<file path="src/source/uart_pkg.sv">
`default_nettype none

package uart_pkg;

    // FIFO geometry, one slot always left free
    localparam int FIFO_DEPTH_LOG2 = 4;
    localparam int FIFO_DEPTH = 2 ** FIFO_DEPTH_LOG2;

    typedef logic [FIFO_DEPTH_LOG2-1:0] count_t;
    typedef logic [2:0] thresh_t;
    typedef logic [30:0] scaler_t;   // Clock cycles per half bit

    // Word addresses
    localparam logic [2:0] REG_TXDATA = 3'd0;
    localparam logic [2:0] REG_RXDATA = 3'd1;
    localparam logic [2:0] REG_TXCTRL = 3'd2;
    localparam logic [2:0] REG_RXCTRL = 3'd3;
    localparam logic [2:0] REG_IE     = 3'd4;
    localparam logic [2:0] REG_IP     = 3'd5;
    localparam logic [2:0] REG_SCALER = 3'd6;

    localparam int FLAG_BIT   = 31;  // Full on txdata, empty on rxdata
    localparam int PERR_BIT   = 8;
    localparam int FERR_BIT   = 9;
    localparam int THRESH_LSB = 16;

    typedef struct packed {
        logic ena;
        logic nstop;  // Set for two stop bits
        logic par;
    } line_cfg_t;

    typedef struct packed {
        logic       perr;
        logic       ferr;
        logic [7:0] data;
    } rx_entry_t;

    typedef struct packed {
        logic        cyc;
        logic        stb;
        logic        we;
        logic [2:0]  adr;
        logic [31:0] dat;
    } wb_req_t;

    typedef struct packed {
        logic        ack;
        logic [31:0] dat;
    } wb_rsp_t;

endpackage

`default_nettype wire

</file>
<file path="src/source/byte_fifo.sv">
`timescale 1ns/1ps
`default_nettype none

module byte_fifo #(
    parameter type payload_t = logic [7:0]
) (
    input  wire logic             i_clk,
    input  wire logic             i_nrst,
    input  wire logic             i_push,
    input  wire payload_t         i_data,
    input  wire logic             i_pop,
    output payload_t              o_data,
    output logic                  o_empty,
    output logic                  o_full,
    output uart_pkg::count_t      o_count
);

    payload_t mem [uart_pkg::FIFO_DEPTH];
    logic [uart_pkg::FIFO_DEPTH_LOG2-1:0] wr_ptr;
    logic [uart_pkg::FIFO_DEPTH_LOG2-1:0] rd_ptr;
    logic do_push;
    logic do_pop;

    assign o_empty = (wr_ptr == rd_ptr);
    assign o_full  = ((wr_ptr + 1'b1) == rd_ptr);  // Write would catch the reader
    assign o_count = wr_ptr - rd_ptr;
    assign o_data  = mem[rd_ptr];

    assign do_push = i_push & ~o_full;
    assign do_pop  = i_pop & ~o_empty;

    always_ff @(posedge i_clk) begin
        if (do_push) begin
            mem[wr_ptr] <= i_data;
        end
    end

    always_ff @(posedge i_clk or negedge i_nrst) begin
        if (!i_nrst) begin
            wr_ptr <= '0;
            rd_ptr <= '0;
        end else begin
            if (do_push) wr_ptr <= wr_ptr + 1'b1;
            if (do_pop) rd_ptr <= rd_ptr + 1'b1;
        end
    end

endmodule

`default_nettype wire

</file>
<file path="src/source/baud_gen.sv">
`timescale 1ns/1ps
`default_nettype none

module baud_gen (
    input  wire logic              i_clk,
    input  wire logic              i_nrst,
    input  wire uart_pkg::scaler_t i_scaler,
    input  wire logic              i_restart,
    input  wire logic              i_rd,
    input  wire logic              i_rx_idle,
    input  wire logic              i_tx_idle,
    input  wire logic              i_tx_empty,
    output logic                   o_tx_tick,
    output logic                   o_rx_tick
);

    uart_pkg::scaler_t cnt;
    logic level;
    logic quiet;
    logic term;

    // Nothing on either side, keep phase ready for the next start edge
    assign quiet = i_rx_idle & i_rd & i_tx_idle & i_tx_empty;
    assign term  = (i_scaler != '0) & ~quiet & (cnt == i_scaler - 31'd1);

    assign o_tx_tick = term & ~level;  // Toggle to high
    assign o_rx_tick = term & level;   // Toggle to low

    always_ff @(posedge i_clk or negedge i_nrst) begin
        if (!i_nrst) begin
            cnt   <= '0;
            level <= 1'b1;
        end else if (i_restart) begin
            cnt <= '0;
        end else if (i_scaler != '0) begin
            if (quiet) begin
                cnt   <= '0;
                level <= 1'b1;
            end else if (term) begin
                cnt   <= '0;
                level <= ~level;
            end else begin
                cnt <= cnt + 31'd1;
            end
        end
    end

endmodule

`default_nettype wire

</file>
<file path="src/source/uart_tx.sv">
`timescale 1ns/1ps
`default_nettype none

module uart_tx (
    input  wire logic                i_clk,
    input  wire logic                i_nrst,
    input  wire logic                i_tick,
    input  wire uart_pkg::line_cfg_t i_cfg,
    input  wire logic                i_empty,
    input  wire logic [7:0]          i_data,
    output logic                     o_pop,
    output logic                     o_td,
    output logic                     o_idle
);

    typedef enum logic [2:0] {
        ST_IDLE,
        ST_START,
        ST_DATA,
        ST_PARITY,
        ST_STOP
    } state_t;

    state_t state;
    logic [10:0] shift;
    logic [2:0] bit_cnt;
    logic stop_cnt;   // Second stop bit still to go
    logic load;

    // Start a frame from idle or straight after the last stop bit
    assign load = i_tick & i_cfg.ena & ~i_empty
                & ((state == ST_IDLE) | ((state == ST_STOP) & ~stop_cnt));

    assign o_pop  = load;
    assign o_td   = shift[0];
    assign o_idle = (state == ST_IDLE);

    always_ff @(posedge i_clk or negedge i_nrst) begin
        if (!i_nrst) begin
            state    <= ST_IDLE;
            shift    <= '1;
            bit_cnt  <= '0;
            stop_cnt <= 1'b0;
        end else if (load) begin
            // stop, parity, data, start
            shift <= {1'b1, (i_cfg.par ? ^i_data : 1'b1), i_data, 1'b0};
            state <= ST_START;
        end else if (i_tick) begin
            shift <= {1'b1, shift[10:1]};  // Ones fill behind the frame
            case (state)
                ST_START: begin
                    state   <= ST_DATA;
                    bit_cnt <= '0;
                end
                ST_DATA: begin
                    bit_cnt <= bit_cnt + 3'd1;
                    if (bit_cnt == 3'd7) begin
                        state    <= i_cfg.par ? ST_PARITY : ST_STOP;
                        stop_cnt <= i_cfg.nstop;
                    end
                end
                ST_PARITY: state <= ST_STOP;
                ST_STOP: begin
                    if (stop_cnt) begin
                        stop_cnt <= 1'b0;
                    end else begin
                        state <= ST_IDLE;
                    end
                end
                default: state <= ST_IDLE;
            endcase
        end
    end

endmodule

`default_nettype wire

</file>
<file path="src/source/uart_rx.sv">
`timescale 1ns/1ps
`default_nettype none

module uart_rx (
    input  wire logic                i_clk,
    input  wire logic                i_nrst,
    input  wire logic                i_tick,
    input  wire uart_pkg::line_cfg_t i_cfg,
    input  wire logic                i_rd,
    output logic                     o_push,
    output uart_pkg::rx_entry_t      o_entry,
    output logic                     o_idle
);

    typedef enum logic [1:0] {
        ST_IDLE,
        ST_DATA,
        ST_PARITY,
        ST_STOP
    } state_t;

    state_t state;
    logic [7:0] shift;
    logic [2:0] bit_cnt;
    logic stop_cnt;
    logic perr;

    assign o_idle = (state == ST_IDLE);

    // Last stop sample, line level decides the framing error
    assign o_push  = i_tick & (state == ST_STOP) & ~stop_cnt;
    assign o_entry = '{perr: perr, ferr: ~i_rd, data: shift};

    always_ff @(posedge i_clk or negedge i_nrst) begin
        if (!i_nrst) begin
            state    <= ST_IDLE;
            bit_cnt  <= '0;
            stop_cnt <= 1'b0;
        end else if (i_tick) begin
            case (state)
                ST_IDLE: begin
                    if (i_cfg.ena && !i_rd) begin  // Middle of start bit
                        state   <= ST_DATA;
                        bit_cnt <= '0;
                    end
                end
                ST_DATA: begin
                    bit_cnt <= bit_cnt + 3'd1;
                    if (bit_cnt == 3'd7) begin
                        state    <= i_cfg.par ? ST_PARITY : ST_STOP;
                        stop_cnt <= i_cfg.nstop;
                    end
                end
                ST_PARITY: state <= ST_STOP;
                ST_STOP: begin
                    if (stop_cnt) begin
                        stop_cnt <= 1'b0;
                    end else begin
                        state <= ST_IDLE;
                    end
                end
                default: state <= ST_IDLE;
            endcase
        end
    end

    // Data bits arrive LSB first
    always_ff @(posedge i_clk) begin
        if (i_tick) begin
            case (state)
                ST_IDLE:   perr <= 1'b0;
                ST_DATA:   shift <= {i_rd, shift[7:1]};
                ST_PARITY: perr <= (i_rd != ^shift);
                default:   ;
            endcase
        end
    end

endmodule

`default_nettype wire

</file>
<file path="src/source/uart_regs.sv">
`timescale 1ns/1ps
`default_nettype none

module uart_regs (
    input  wire logic                i_clk,
    input  wire logic                i_nrst,
    input  wire uart_pkg::wb_req_t   i_wb,
    output uart_pkg::wb_rsp_t        o_wb,
    input  wire logic                i_tx_pop,
    input  wire logic                i_rx_push,
    input  wire uart_pkg::rx_entry_t i_rx_entry,
    output uart_pkg::line_cfg_t      o_tx_cfg,
    output uart_pkg::line_cfg_t      o_rx_cfg,
    output logic                     o_tx_empty,
    output logic [7:0]               o_tx_data,
    output uart_pkg::scaler_t        o_scaler,
    output logic                     o_scaler_restart,
    output logic                     o_irq
);

    uart_pkg::thresh_t tx_thresh, rx_thresh;
    uart_pkg::count_t tx_count, rx_count;
    uart_pkg::rx_entry_t rx_head;
    logic tx_full, rx_empty;
    logic [1:0] ie, ip;  // Bit 0 tx, bit 1 rx
    logic [1:0] ie_nxt, ip_nxt;
    logic acc, wr, tx_push, rx_pop;
    logic ack_q;
    logic [31:0] rdata, dat_q;

    function automatic logic [31:0] ctrl_word(uart_pkg::line_cfg_t cfg, uart_pkg::thresh_t th);
        logic [31:0] w;
        w = '0;
        w[0] = cfg.ena;
        w[1] = cfg.nstop;
        w[2] = cfg.par;
        w[uart_pkg::THRESH_LSB +: $bits(uart_pkg::thresh_t)] = th;
        return w;
    endfunction

    assign acc     = i_wb.cyc & i_wb.stb & ~ack_q;
    assign wr      = acc & i_wb.we;
    assign tx_push = wr & (i_wb.adr == uart_pkg::REG_TXDATA);  // Dropped in the FIFO when full
    assign rx_pop  = acc & ~i_wb.we & (i_wb.adr == uart_pkg::REG_RXDATA);
    assign o_scaler_restart = wr & (i_wb.adr == uart_pkg::REG_SCALER);

    byte_fifo #(.payload_t(logic [7:0])) u_tx_fifo (
        .i_clk(i_clk), .i_nrst(i_nrst),
        .i_push(tx_push), .i_data(i_wb.dat[7:0]), .i_pop(i_tx_pop),
        .o_data(o_tx_data), .o_empty(o_tx_empty), .o_full(tx_full), .o_count(tx_count)
    );

    byte_fifo #(.payload_t(uart_pkg::rx_entry_t)) u_rx_fifo (
        .i_clk(i_clk), .i_nrst(i_nrst),
        .i_push(i_rx_push), .i_data(i_rx_entry), .i_pop(rx_pop),
        .o_data(rx_head), .o_empty(rx_empty), .o_full(), .o_count(rx_count)
    );

    // Pending bits only live while their enable is set
    always_comb begin
        ie_nxt = (wr && i_wb.adr == uart_pkg::REG_IE) ? i_wb.dat[1:0] : ie;
        ip_nxt = ip;
        if (tx_count < {1'b0, tx_thresh}) ip_nxt[0] = 1'b1;
        if (rx_count > {1'b0, rx_thresh}) ip_nxt[1] = 1'b1;
        if (wr && i_wb.adr == uart_pkg::REG_IP) ip_nxt = i_wb.dat[1:0];
        ip_nxt = ip_nxt & ie_nxt;
    end

    always_comb begin
        rdata = '0;
        case (i_wb.adr)
            uart_pkg::REG_TXDATA: rdata[uart_pkg::FLAG_BIT] = tx_full;
            uart_pkg::REG_RXDATA: begin
                rdata[uart_pkg::FLAG_BIT] = rx_empty;
                if (!rx_empty) begin
                    rdata[7:0] = rx_head.data;
                    rdata[uart_pkg::PERR_BIT] = rx_head.perr;
                    rdata[uart_pkg::FERR_BIT] = rx_head.ferr;
                end
            end
            uart_pkg::REG_TXCTRL: rdata = ctrl_word(o_tx_cfg, tx_thresh);
            uart_pkg::REG_RXCTRL: rdata = ctrl_word(o_rx_cfg, rx_thresh);
            uart_pkg::REG_IE:     rdata[1:0] = ie;
            uart_pkg::REG_IP:     rdata[1:0] = ip;
            uart_pkg::REG_SCALER: rdata = {1'b0, o_scaler};
            default:              rdata = '0;
        endcase
    end

    always_ff @(posedge i_clk or negedge i_nrst) begin
        if (!i_nrst) begin
            o_tx_cfg <= '0;
            o_rx_cfg <= '0;
            tx_thresh <= '0;
            rx_thresh <= '0;
            o_scaler <= '0;
            ie <= '0;
            ip <= '0;
            ack_q <= 1'b0;
        end else begin
            ie <= ie_nxt;
            ip <= ip_nxt;
            ack_q <= acc;
            if (wr && i_wb.adr == uart_pkg::REG_TXCTRL) begin
                o_tx_cfg <= '{ena: i_wb.dat[0], nstop: i_wb.dat[1], par: i_wb.dat[2]};
                tx_thresh <= i_wb.dat[uart_pkg::THRESH_LSB +: $bits(uart_pkg::thresh_t)];
            end
            if (wr && i_wb.adr == uart_pkg::REG_RXCTRL) begin
                o_rx_cfg <= '{ena: i_wb.dat[0], nstop: i_wb.dat[1], par: i_wb.dat[2]};
                rx_thresh <= i_wb.dat[uart_pkg::THRESH_LSB +: $bits(uart_pkg::thresh_t)];
            end
            if (o_scaler_restart) o_scaler <= i_wb.dat[30:0];
        end
    end

    always_ff @(posedge i_clk) begin
        if (acc) dat_q <= rdata;  // Head entry before the pop
    end

    assign o_wb  = '{ack: ack_q, dat: dat_q};
    assign o_irq = |ip;

endmodule

`default_nettype wire

</file>
<file path="src/source/uart_wb.sv">
`timescale 1ns/1ps
`default_nettype none

module uart_wb (
    input  wire logic              i_clk,
    input  wire logic              i_nrst,
    input  wire uart_pkg::wb_req_t i_wb,
    output uart_pkg::wb_rsp_t      o_wb,
    input  wire logic              i_rd,
    output logic                   o_td,
    output logic                   o_irq
);

    uart_pkg::line_cfg_t tx_cfg, rx_cfg;
    uart_pkg::rx_entry_t rx_entry;
    uart_pkg::scaler_t scaler;
    logic [7:0] tx_data;
    logic tx_empty, tx_pop, tx_idle, tx_tick;
    logic rx_push, rx_idle, rx_tick;
    logic scaler_restart;

    uart_regs u_regs (
        .i_clk(i_clk), .i_nrst(i_nrst), .i_wb(i_wb), .o_wb(o_wb),
        .i_tx_pop(tx_pop), .i_rx_push(rx_push), .i_rx_entry(rx_entry),
        .o_tx_cfg(tx_cfg), .o_rx_cfg(rx_cfg), .o_tx_empty(tx_empty), .o_tx_data(tx_data),
        .o_scaler(scaler), .o_scaler_restart(scaler_restart), .o_irq(o_irq)
    );

    baud_gen u_baud (
        .i_clk(i_clk), .i_nrst(i_nrst), .i_scaler(scaler), .i_restart(scaler_restart),
        .i_rd(i_rd), .i_rx_idle(rx_idle), .i_tx_idle(tx_idle), .i_tx_empty(tx_empty),
        .o_tx_tick(tx_tick), .o_rx_tick(rx_tick)
    );

    uart_tx u_tx (
        .i_clk(i_clk), .i_nrst(i_nrst), .i_tick(tx_tick), .i_cfg(tx_cfg),
        .i_empty(tx_empty), .i_data(tx_data), .o_pop(tx_pop), .o_td(o_td), .o_idle(tx_idle)
    );

    uart_rx u_rx (
        .i_clk(i_clk), .i_nrst(i_nrst), .i_tick(rx_tick), .i_cfg(rx_cfg),
        .i_rd(i_rd), .o_push(rx_push), .o_entry(rx_entry), .o_idle(rx_idle)
    );

endmodule

`default_nettype wire

</file>
<file path="config.mk">
export PLATFORM = sky130hd
export DESIGN_NAME = uart_wb
export DESIGN_NICKNAME = d
export VERILOG_FILES = /design/src/source/uart_pkg.sv /design/src/source/byte_fifo.sv /design/src/source/baud_gen.sv /design/src/source/uart_tx.sv /design/src/source/uart_rx.sv /design/src/source/uart_regs.sv /design/src/source/uart_wb.sv
export SDC_FILE = /design/constraint.sdc
export NUM_CORES = 1
export LEC_CHECK = 0
export BUFFER_PORTS_ARGS = -buffer_cell sky130_fd_sc_hd__buf_2
export CAP_MARGIN = 25
export CELL_PAD_IN_SITES_DETAIL_PLACEMENT = 1
export CELL_PAD_IN_SITES_GLOBAL_PLACEMENT = 2
export CORE_ASPECT_RATIO = 1.1
export CORE_MARGIN = 2
export CORE_UTILIZATION = 49
export CTS_CLUSTER_SIZE = 10
export DETAILED_ROUTE_END_ITERATION = 10
export PLACE_DENSITY = 0.9
export SLEW_MARGIN = 20
export SYNTH_ARGS = -nofsm -noshare
export SYNTH_HDL_FRONTEND = slang
export SYNTH_HIERARCHICAL = 1
export SYNTH_SLANG_ARGS = --single-unit
</file>
<file path="constraint.sdc">
create_clock -name i_clk -period 14.4 [get_ports i_clk]
set_input_delay 0.72 -clock i_clk [delete_from_list [all_inputs] [get_ports i_clk]]
set_output_delay 0.72 -clock i_clk [all_outputs]
set_load 0.02 [all_outputs]
</file>
==> results.toml <==
[timing]
max_freq_mhz = 180
fin_skew_ns = 0.0379
tns_ns = 0
whs_ns = 0.185
fin_crit_sh = 0.385
fin_ws_ns = 8.86
post-route-min-period_ns = 5.54
finalSetupViolCount = 0
max-slew-margin-rel = 0.335
maxSlewViolCount = 0
finalHoldViolations = 0
rsz0062_at_grt = "false"
worst_pin_slew_ns = 0.994

[cts]
postCtsSetupRepairBufs = 0
clockBufferDepth = 3
cts_made_buffers = 52
insertion_delay_ns = 0.63
clkSinkCount = 448
cts_root_buffer = "clkbuf_16"
h-tree-depth = 2
ctsResizeCount = 0
cts_tree = "built"
clkSlewWorstSetupHoldPaths_ns = 0.06
cts-hold-fix-buffers = 0

[synth]
synth_edf_count = 329
ys_async_sr_fraction = 0.266
synth-seq-cells = 448
ys_top_cells_by_area = "edfxtp_1 47%, dfrtp_1 13%, mux4_2 6.2%, mux2_4 2.1%, ha_1 1.9%"
synth_top_area_frac = 0.474
ys_types = 94
synth.yosys.seq_area_share = 0.617
syn_area_um2 = 20800
synth_top_area_cell = "edfxtp_1"
synth_warnings = 6
synthFlopType = "edfxtp_1"
synthCells = 1407
syn_nets = 1482
synth_area_per_cell_um2 = 14.8

[routing]
dr.pass1.iters = 5
wl_um = 53300
vias = 12717
ant_nets = 0
initialDrtViolationCount = 831
top_layer_used = "met4"
met2_length_um = 27800
vias_per_cell = 6.06
met3WireLength_um = 2340
drc = 0
met1_length_um = 21700
wire_per_inst_um = 25.4

[worst_setup_path]
endpoint_kind = "flip-flop"
crit_fanout = 10
critPathLaunchType = "flip-flop"
r2r_slack_ns = 8.86
reg2reg_from = "u_regs/o_scaler[0]$_DFFE_PN0P_"
worstPathArrival_ns = 5.86
r2r-end = "u_regs/u_rx_fifo/mem[12][4]$_DFFE_PP_"
endpoint = "u_regs/u_rx_fifo/mem[12][4]$_DFFE_PP_"
crit_required_ns = 14.72
rr_worst_depth = 15
worstSetupStartpoint = "u_regs/o_scaler[0]$_DFFE_PN0P_"
path_class = "reg2reg"

[cells_and_area]
layout_commonest_cell = "edfxtp_1"
syn_to_final_growth_pct = 11.8
layout_common_cells = "329 x edfxtp_1, 106 x dfrtp_1, 100 x nand2_1"
nets = 1559
final_cells = 2098
drive_above_1_share = 0.206

[run_status]
outcome = "finished, final reports clean"

[floorplanning]
initial_core_util = 0.495
dieArea_um2 = 44200
pin_count = 76
core-area_um2 = 42100
fp-row-count = 79
die_y_um = 220
fp.dieW_um = 201

[placed_design]
dp_hpwl_um = 35300
pre_cts_slack_ns = 8.97
io_buffers = 74
routabilityCongestion = 0.827
dp.cells = 1996

[global_route]
antenna_found_initial = 1
grt_pass1_wl_um = 82200
grt-ovfl-total = 0
gr-usage-all-layers = 0.244
grt_max_degree = 67
grt_pass1_vias = 13530

[pwr]
power_leakage_uw = 0.00849
vdd_drop_max_mv = 0.112
pwr_density_cell_nw_per_um2 = 142

[worst_hold_path]
hold_class = "in2async"

[flow_run]
max-cap-violations = 0
[layer usage]
layer	global-route usage	vias up
li1	-	5625
met1	0.311	6706
met2	0.429	299
met3	0.0404	87
met4	0.0820	0
met5	0	-
[power breakdown]
part / internal, uW / switching (uW)
clock network: 698 / 527
logic: 245 / 284
registers: 1440 / 117
[worst min path at each step]
stage                                 endpoint  slack, ns
3_5_place_dp         u_tx/stop_cnt$_DFFE_PN0P_       0.48
3_3_place_gp         u_tx/shift[0]$_DFFE_PN1P_       0.46
4_1_cts                 u_regs/ack_q$_DFF_PN0_       0.21
2_1_floorplan        u_baud/cnt[0]$_DFFE_PN0P_       0.42
6_report                u_regs/ack_q$_DFF_PN0_       0.18
5_1_grt        u_regs/o_scaler[21]$_DFFE_PN0P_       0.24
[area by class of cell]
class | count | area (um^2)
inverter | 43 | 161
sequential | 448 | 12900
multi-input combinational | 837 | 7360
timing repair buffer | 102 | 603
tap | 567 | 709
clock inverter | 6 | 106
fill | 4034 | 18800
clock buffer | 92 | 1480
antenna | 3 | 7.51
[worst max-delay path, stage by stage, from the launching register on]
cell and delay, ns:
dfrtp_1 0.49, inv_1 0.12, ha_1 0.26, nor3b_1 0.65, nand4_1 0.40, nor4_1 0.40
xnor2_1 0.23, nand2_1 0.09, nor2_1 0.11, nand4_1 0.08, or4b_1 0.62, nor2_1 0.43
and3_1 0.49, nand2_1 0.28, nor3_1 0.31, buf_4 0.27
[kinds of logic (layout without fill, tap and decap cells)]
kind of cell	count (synthesis)	after routing	synth area share
and+or+nand+nor	401	401	0.106
buffers and inverters	122	243	0.0310
other	0	3	0
DFF	448	448	0.617
AOI/OAI and AO/OA	183	183	0.0661
xor gates and xnor gates	72	72	0.0340
adders and majority gates	34	34	0.0211
muxes	147	147	0.125
[registers in the layout, summed over array words and instances, names as in the netlist, 3 cells and up]
register / count
u_baud/cnt: 31
u_regs/dat_q: 32
u_regs/o_rx_cfg: 3
u_regs/o_scaler: 31
u_regs/o_tx_cfg: 3
u_regs/rx_thresh: 3
u_regs/tx_thresh: 3
u_regs/u_rx_fifo/mem: 160
u_regs/u_rx_fifo/rd_ptr: 4
u_regs/u_rx_fifo/wr_ptr: 4
u_regs/u_tx_fifo/mem: 128
u_regs/u_tx_fifo/rd_ptr: 4
u_regs/u_tx_fifo/wr_ptr: 4
u_rx/bit_cnt: 3
u_rx/shift: 8
u_tx/bit_cnt: 3
u_tx/shift: 10
u_tx/state: 3
[Yosys cell counts (all sizes together) (32+ instances only)]
master and number:
ha 32, buf 45, and3 39, xnor2 45, mux4 72, edfxtp 329
mux2 49, nor2 54, clkbuf 34, nand3 40, nor3 45, a22o 35
nand2 100, dfrtp 108, inv 43, o21ai 42
[stage by stage]
step	total power [uW]	area (um^2)	utilization
final	3320	23300	0.553
after floorplan	1950	20800	-
after global routing	3450	23300	0.553
after global placement	2070	21700	0.515
after CTS	3340	23300	0.553
after detailed placement	2110	21700	0.515
(Power assumes the default switching activity.)
